==> config.mk <==
export PLATFORM = sky130hd
export DESIGN_NAME = mduDecoder
export DESIGN_NICKNAME = d
export VERILOG_FILES = /design/src/hdl/mips_pkg.sv /design/src/hdl/mdu_pkg.sv /design/src/hdl/mduDecoder.sv
export VERILOG_INCLUDE_DIRS = /design/src /design/src/hdl
export SDC_FILE = /design/constraint.sdc
export NUM_CORES = 1
export LEC_CHECK = 0
export BUFFER_PORTS_ARGS = -buffer_cell sky130_fd_sc_hd__buf_4
export CAP_MARGIN = 40
export CORE_AREA = 2 2 39 41
export DETAILED_ROUTE_END_ITERATION = 10
export DIE_AREA = 0 0 41 43
export GPL_ROUTABILITY_DRIVEN = 0
export SETUP_SLACK_MARGIN = 0.2
export SYNTH_ARGS = -nofsm -noshare
export SYNTH_HDL_FRONTEND = slang
export SYNTH_SLANG_ARGS = --single-unit
==> constraint.sdc <==
create_clock -name vclk -period 1.89
set_input_delay 0.0945 -clock vclk [all_inputs]
set_output_delay 0.0945 -clock vclk [all_outputs]
set_load 0.01 [all_outputs]
==> src/hdl/mdu_defines.svh <==
`ifndef MDU_DEFINES_SVH
`define MDU_DEFINES_SVH

// Width of operands and of each of HI and LO
`define MDU_WIDTH 32

// Busy cycles following the start cycle
`define MULT_CYCLES 5
`define DIV_CYCLES 10

`endif

==> src/hdl/mips_pkg.sv <==
package mipsPkg;

	// One instruction word
	typedef logic [31:0] instrWord;

	// GPR number held in the rs, rt and rd fields
	typedef logic [4:0] regIndex;

	// Primary opcode shared by all R-type instructions
	localparam logic [5:0] opcodeSpecial = 6'h00;

	// Funct values handled by the multiply/divide stage
	typedef enum logic [5:0]
	{
		FN_MFHI  = 6'h10,
		FN_MTHI  = 6'h11,
		FN_MFLO  = 6'h12,
		FN_MTLO  = 6'h13,
		FN_MULT  = 6'h18,
		FN_MULTU = 6'h19,
		FN_DIV   = 6'h1a,
		FN_DIVU  = 6'h1b
	} functCode;

endpackage

==> src/hdl/mdu_pkg.sv <==
`include "mdu_defines.svh"

package mduPkg;

	// Operations understood by the HI/LO unit and the result path
	typedef enum logic [3:0]
	{
		NONE,
		MULT,
		MULTU,
		DIV,
		DIVU,
		MTLO,
		MTHI,
		MFLO,
		MFHI
	} mduOp;

	// Contents of the issue slot
	typedef struct packed
	{
		mduOp op;
		mipsPkg::regIndex dest;
		logic [`MDU_WIDTH-1:0] rs;
		logic [`MDU_WIDTH-1:0] rt;
	} issuePayload;

endpackage

==> src/hdl/mduDecoder.sv <==
module mduDecoder (
	input mipsPkg::instrWord instr,
	output mduPkg::mduOp op,
	output mipsPkg::regIndex destReg
);

	logic [5:0] opcode;
	mipsPkg::functCode funct;

	assign opcode = instr[31:26];
	assign funct = mipsPkg::functCode'(instr[5:0]);

	//////////////////////////////////////////////////////////////////////
	// Funct to operation
	//////////////////////////////////////////////////////////////////////

	always_comb
	begin
		op = mduPkg::NONE;
		if (opcode == mipsPkg::opcodeSpecial)
		begin
			case (funct)
				mipsPkg::FN_MULT:
					op = mduPkg::MULT;
				mipsPkg::FN_MULTU:
					op = mduPkg::MULTU;
				mipsPkg::FN_DIV:
					op = mduPkg::DIV;
				mipsPkg::FN_DIVU:
					op = mduPkg::DIVU;
				mipsPkg::FN_MTHI:
					op = mduPkg::MTHI;
				mipsPkg::FN_MTLO:
					op = mduPkg::MTLO;
				mipsPkg::FN_MFHI:
					op = mduPkg::MFHI;
				mipsPkg::FN_MFLO:
					op = mduPkg::MFLO;
				// Other R-type ops belong to the ALU
				default:
					op = mduPkg::NONE;
			endcase
		end
	end

	// Move-from ops name their destination GPR in rd
	assign destReg = (op == mduPkg::MFHI || op == mduPkg::MFLO) ? instr[15:11] : '0;

endmodule

==> impl_summary.md, run 1 <==
Run status
The run finished with clean final reports.

Clocking
Gates resized during post-CTS repair numbered 0. The number of hold buffers added after CTS was 0. Once the clock tree was built, the setup fixing pass inserted 0 buffers.

Route
The number of iterations in the first detailed-routing pass is 2. The number of nets with antenna violations after detailed routing is 0. The routed design has 683 um of wire.

The final route contains roughly 350 vias. For this block, the initial DRC count from the detailed router was 2. In the final routed layout, each cell accounts on average for between 9 and 10 um. After detailed routing, the number of remaining DRC violations is 0. Using the TritonRoute via totals, the vias-per-cell ratio works out to 4.68.

STA
The post-route clock period utilization is 0.778. The final hold violation count was 0. The final critical delay including setup and external delays is 1470 ps. The slack of the critical path is 419 ps.

The highest clock frequency the design can meet is 0.680 GHz. The tightest slew margin relative to the limit is 0.708. The count of pins over their slew limit is 0. At the pin with the least slew margin, the transition time is 434 ps.

The total setup violations reported at the end of the flow is 0. Adding up every negative setup slack in the final design gives 0 ps. Setup repair after global routing left no endpoint under its margin.

Die
The die is between 40 and 50 um tall. The starting utilization of the core area is 0.182. The die boundary width is 41 um. The die covers 1760 um^2. The floorplan has 14 rows. The core region is 1380 um^2. The boundary pin count is 41.

Yosys
By count the netlist is led by a21oi_1, nand4_1, ha_1, inv_1. The count of cell types in the netlist is 17. For this run, the register share of the synthesized area comes to 0.

By area the synthesized netlist is led by ha_1, nand4_1, a21oi_1. The share of synthesized area in the top cell type comes to 0.149. The synthesis warning total is 0. The total nets after synthesis is 67.

The leading area contributor after synthesis is ha_1. The synthesized instance count is 32. The post-synth design cell area is approximately 250 um^2. The average instance area after synthesis is ~8 um^2.

Placed design
The detailed placer's ending HPWL is 631 um. The total of buffers placed on input and output ports is 26. The worst slack after detailed placement is 401 ps.

The instance area after placement is 467 um^2.

Setup path
The critical path class is primary input to output pin. The largest single stage delay on the critical path is 320 ps. The cell type of the slowest stage on the worst timing path is ha_1. The worst endpoint required time is 1800 ps. The critical path buffer and inverter count is 3. For the worst setup path, the data arrival time is 1380 ps. Among the stages of the critical path, the cell type that occurs most often is buf_4. The startpoint type of the worst setup path is a primary input. The endpoint class of the critical path is an output pin. Of all nets on the critical path, the largest fanout is 5. Traced cell by cell, the critical path runs through buf_4 -> inv_1 -> ha_1 -> nor4b_1 -> nand2_1 -> a21oi_1 -> buf_4. In this design, the largest share of critical-path delay is due to simple AND/OR/NAND/NOR gates.

Finish
The layout clock buffer count is 0. The fraction of final layout cells with drive strength greater than 1 is 0.552. Relative to the synthesized area, the layout overhead comes to 85.6%. Fill cells in the final layout number 152.

The number of antenna repair diodes is 0. The final core area utilization is 0.337. Summing all multi-input logic gate instances after layout gives ~240 um^2. The sequential standard cell area is 0 um^2. The sequential cell count is 0.

After the last flow step, the layout net total stands at 95. After routing the design area is approximately 470 um^2.

Pwr
VDD sags by at most 0.0621 mV. The power after layout is 58.3 uW. For this design the ratio of total power to cell area is around 120 nW/um^2. The static power due to leakage is 0.206 nW.

GRT
The via count of the first global-routing pass is 281. The total global-route track usage is 0.0799. The total overflow left after global routing is 0. The first global-routing pass estimated 1090 um of wire. The number of antenna violations at the first check in global routing was 0.

The largest net degree at the start of global routing is 9.

Hold path
The worst hold path belongs to the class primary input to output pin.

Job
The max capacitance violation total is 0.
## final cells by class
type | count | area share
well taps | 16 | 0.0429
multi-input cells | 29 | 0.515
inverters | 3 | 0.0241
repair buffers | 26 | 0.418
## stage by stage
| step | hold WS, ps | instances |
|---|---|---|
| 5_1_grt | 491 | 74 |
| 2_1_floorplan | 223 | 32 |
| 6_report | 481 | 74 |
| 3_5_place_dp | 483 | 74 |
| 4_1_cts | 483 | 74 |
| 3_3_place_gp | 487 | 74 |
## kinds of logic after synthesis
group	count (synthesis)	synth area share
and+or+nand+nor	19	0.622
AOI/OAI and AO/OA	7	0.184
adders and majority gates	3	0.149
buffers and inverters	3	0.0448
## worst paths after layout
check,startpoint,end,slack (ps),cells past startpoint
min,instr[0],op[0],480,3
max,instr[0],destReg[3],420,7
## power breakdown
part / total, mW / internal (mW) / switching [mW]
Combinational: 0.0583 / 0.0325 / 0.0258
Sequential: 0 / 0 / 0
Clock: 0 / 0 / 0
## cell usage in the layout, fill, tap and decap left out
cell / netlist / layout
a211oi_2: 1 / 1
a21oi_1: 5 / 5
and3b_1: 1 / 1
buf_4: 0 / 26
ha_1: 3 / 3
inv_1: 3 / 3
nand2_1: 1 / 1
nand2b_1: 2 / 2
nand3_4: 1 / 1
nand4_1: 5 / 5
nor2_1: 2 / 2
nor2_2: 1 / 1
nor2b_1: 1 / 1
nor3b_1: 1 / 1
nor3b_2: 2 / 2
nor4_4: 1 / 1
nor4b_1: 1 / 1
o2111ai_1: 1 / 1
## layer usage
layer  share of wire  GRT usage  wire (um)
met1            0.40      0.120        270
met2            0.45      0.131        310
met3            0.15          0        102
met4               0          0          0
met5               0          0          0
No activity file was read; power rests on OpenSTA's default activity.
==> run 2: changes to the inputs <==
- clock period: 1.89 -> 1.2 ns (I/O delays scaled with it)
==> run 2 against run 1 <==
Compared with the run above: final cell count grew 8.1%; core utilization grew 11 points; critical endpoint is now destReg[2]; non-clock buffer count up 6; count of clock-buffer cells in the layout stayed put.
==> impl_summary.md, run 2 (same netlist as run 1, synthesis figures left out) <==
Run status
The run finished with clean final reports.

Job
The max capacitance violation total is 0 (unchanged).

GRT
The total global-route track usage came to 0.0889 (+0.00899). The overall overflow remaining after global route is 0 (unchanged). The via count of the first global-routing pass came to 309 (+10%). The largest net degree at the start of global routing was 9 (unchanged).

The global-route wire length before repair is 1190 um (+8.8%). The number of antenna violations at the first check in global routing is 0 (unchanged).

Setup path
The data arrival time of the critical path is 1130 ps (-250 ps). The worst endpoint required time came to 1140 ps (-660 ps). The endpoint class of the critical path is an output pin. The critical-path maximum fanout came to 5 (unchanged). Walking the worst path, the cells encountered are buf_8 -> inv_6 -> ha_4 -> nor4b_4 -> nand2_2 -> a21oi_2 -> buf_4. The worst setup path is launched from a primary input. The worst setup path is of the primary input to output pin kind.

The delay contributed by the slowest stage of the critical path is 260 ps (-60 ps). The beginning of the critical path is instr[0]. The cell type of the slowest stage on the worst timing path is nor4b_4.

Finish
The final core area utilization is 0.443 (+0.106). The fraction of final layout cells with drive strength greater than 1 came to 0.781 (+0.230). The sequential cell count was 0 (unchanged).

The number of antenna repair diodes is 0 (unchanged). Relative to the synthesized area, the layout overhead comes to 144%. The library cell used most frequently in the layout, excluding fill and tap cells, is buf_4. The library cells used most frequently in the layout, excluding fill and tap cells, are buf_4, nand4_1, a21oi_2, buf_6, nor3b_2. The layout clock buffer count is 0 (unchanged). The area of all placed cells without fillers came to 613 um^2 (+31%).

The sequential standard cell area was 0 um^2 (unchanged). The number of fillers in the final layout is 147 (-3.3%). The layout net count was 101 (+6.3%).

STA
The highest clock frequency the design can meet is 0.843 GHz. The worst path in the final design needs a cycle of 1190 ps, including I/O delays and setup. The transition time at the pin with the least slew margin was 304 ps (-130 ps). Setup repair after global routing could not meet its margin everywhere.

The final hold violation count is 0 (unchanged). The post-route clock period utilization is 0.988. The tightest slew margin relative to the limit came to 0.797 (+0.0888). The worst hold margin was 462 ps (-19.5 ps). The count of pins over their slew limit is 0 (unchanged). The total setup violations reported at the end of the flow was 0 (unchanged).

Route
The average vias per placed instance is 4.55 (-2.7%). The DRC marker count from the first detailed-route iteration came to 0 (-2). The total wirelength of the detailed-routed design was 848 um (+24%). The post-route DRC violation count came to 0 (unchanged). The total number of vias is 364 (+5.2%).

The routed length per instance came to 10.6 um (+15%). The number of iterations in the first detailed-routing pass is 1 (-1). The number of nets with antenna violations after detailed routing is 0 (unchanged).

Die
The placeable core region is 1380 um^2 (unchanged). The starting utilization of the core area is 0.182 (unchanged). The boundary pin count is 41 (unchanged). The die extent in y is 43 um (unchanged). The die boundary width is 41 um (unchanged).

The row count is 14 (unchanged). The die area came to 1760 um^2 (unchanged).

Hold path
The cell count of the worst hold path was 3 (unchanged). The class of the tightest hold or removal check is primary input to output pin. In this run the most critical hold path is launched from instr[3].

Placed design
The total of buffers placed on input and output ports came to 26 (unchanged). The instance area after placement is 564 um^2 (+21%). The detailed placer's ending HPWL is 705 um (+12%).

Pwr
The static power due to leakage is 0.252 nW (+22%). The total power per unit cell area is 234 nW/um^2 (+87%). The worst vdd rail ir drop is 0.106 mV (+71%).
-- run 2: cell types whose count changed in the layout (fill, tap and decap cells not counted), sizes merged --
cell  delta
buf      +6
-- run 2: final timing paths --
check / to / slack (ps)
max: destReg[2] / 10
min: op[3] / 460
-- run 2: metrics by stage --
| step | setup slack, ps | power, mW | std cells | setup TNS (ps) |
|---|---|---|---|---|
| final | 14.2 | 0.143 | 80 | 0 |
| after global routing | -66.3 | 0.152 | 80 | -168 |
| after CTS | -19.1 | 0.131 | 79 | -19.1 |
| after detailed placement | -58.2 | 0.124 | 79 | -184 |
| after global placement | -30.3 | 0.122 | 79 | -108 |
| after floorplan | 210 | 0.0503 | 32 | 0 |
-- run 2: routing by layer --
metal	up-vias	part of all wire	routed length, um	track usage
li1	189	-	-	-
met2	12	0.50	428	0.150
met1	163	0.44	377	0.130
met5	-	0	0	0
met4	0	0	0	0
met3	0	0.050	42	0
-- run 2: area by class of cell --
type	instances	area, um^2	share of cell area
inverters	3	18.8	0.0306
multi-input cells	29	312	0.508
well taps	16	20.0	0.0327
repair buffers	32	263	0.429
-- run 2: repair_timing --
| action | in CTS | in global routing |
|---|---|---|
| resized for setup | 8 | 3 |
| setup endpoints to repair | 8 | 8 |
| hold buffers | 0 | 0 |
| pin swaps | 8 | 5 |
| buffers inserted | 0 | 1 |
-- run 2: where the power goes --
part	internal [mW]	total [mW]	switching [mW]
Sequential	0	0	0
Clock	0	0	0
Combinational	0.0820	0.143	0.0613
-- run 2: worst max-delay path: cells and delay by family --
| kind | cells | cell delay [ps] |
|---|---|---|
| adder cells (fa/ha/maj) | 1 | 210 |
| AND/OR/NAND/NOR | 2 | 410 |
| AO/OA/AOI/OAI | 1 | 170 |
| buffers and inverters | 3 | 280 |
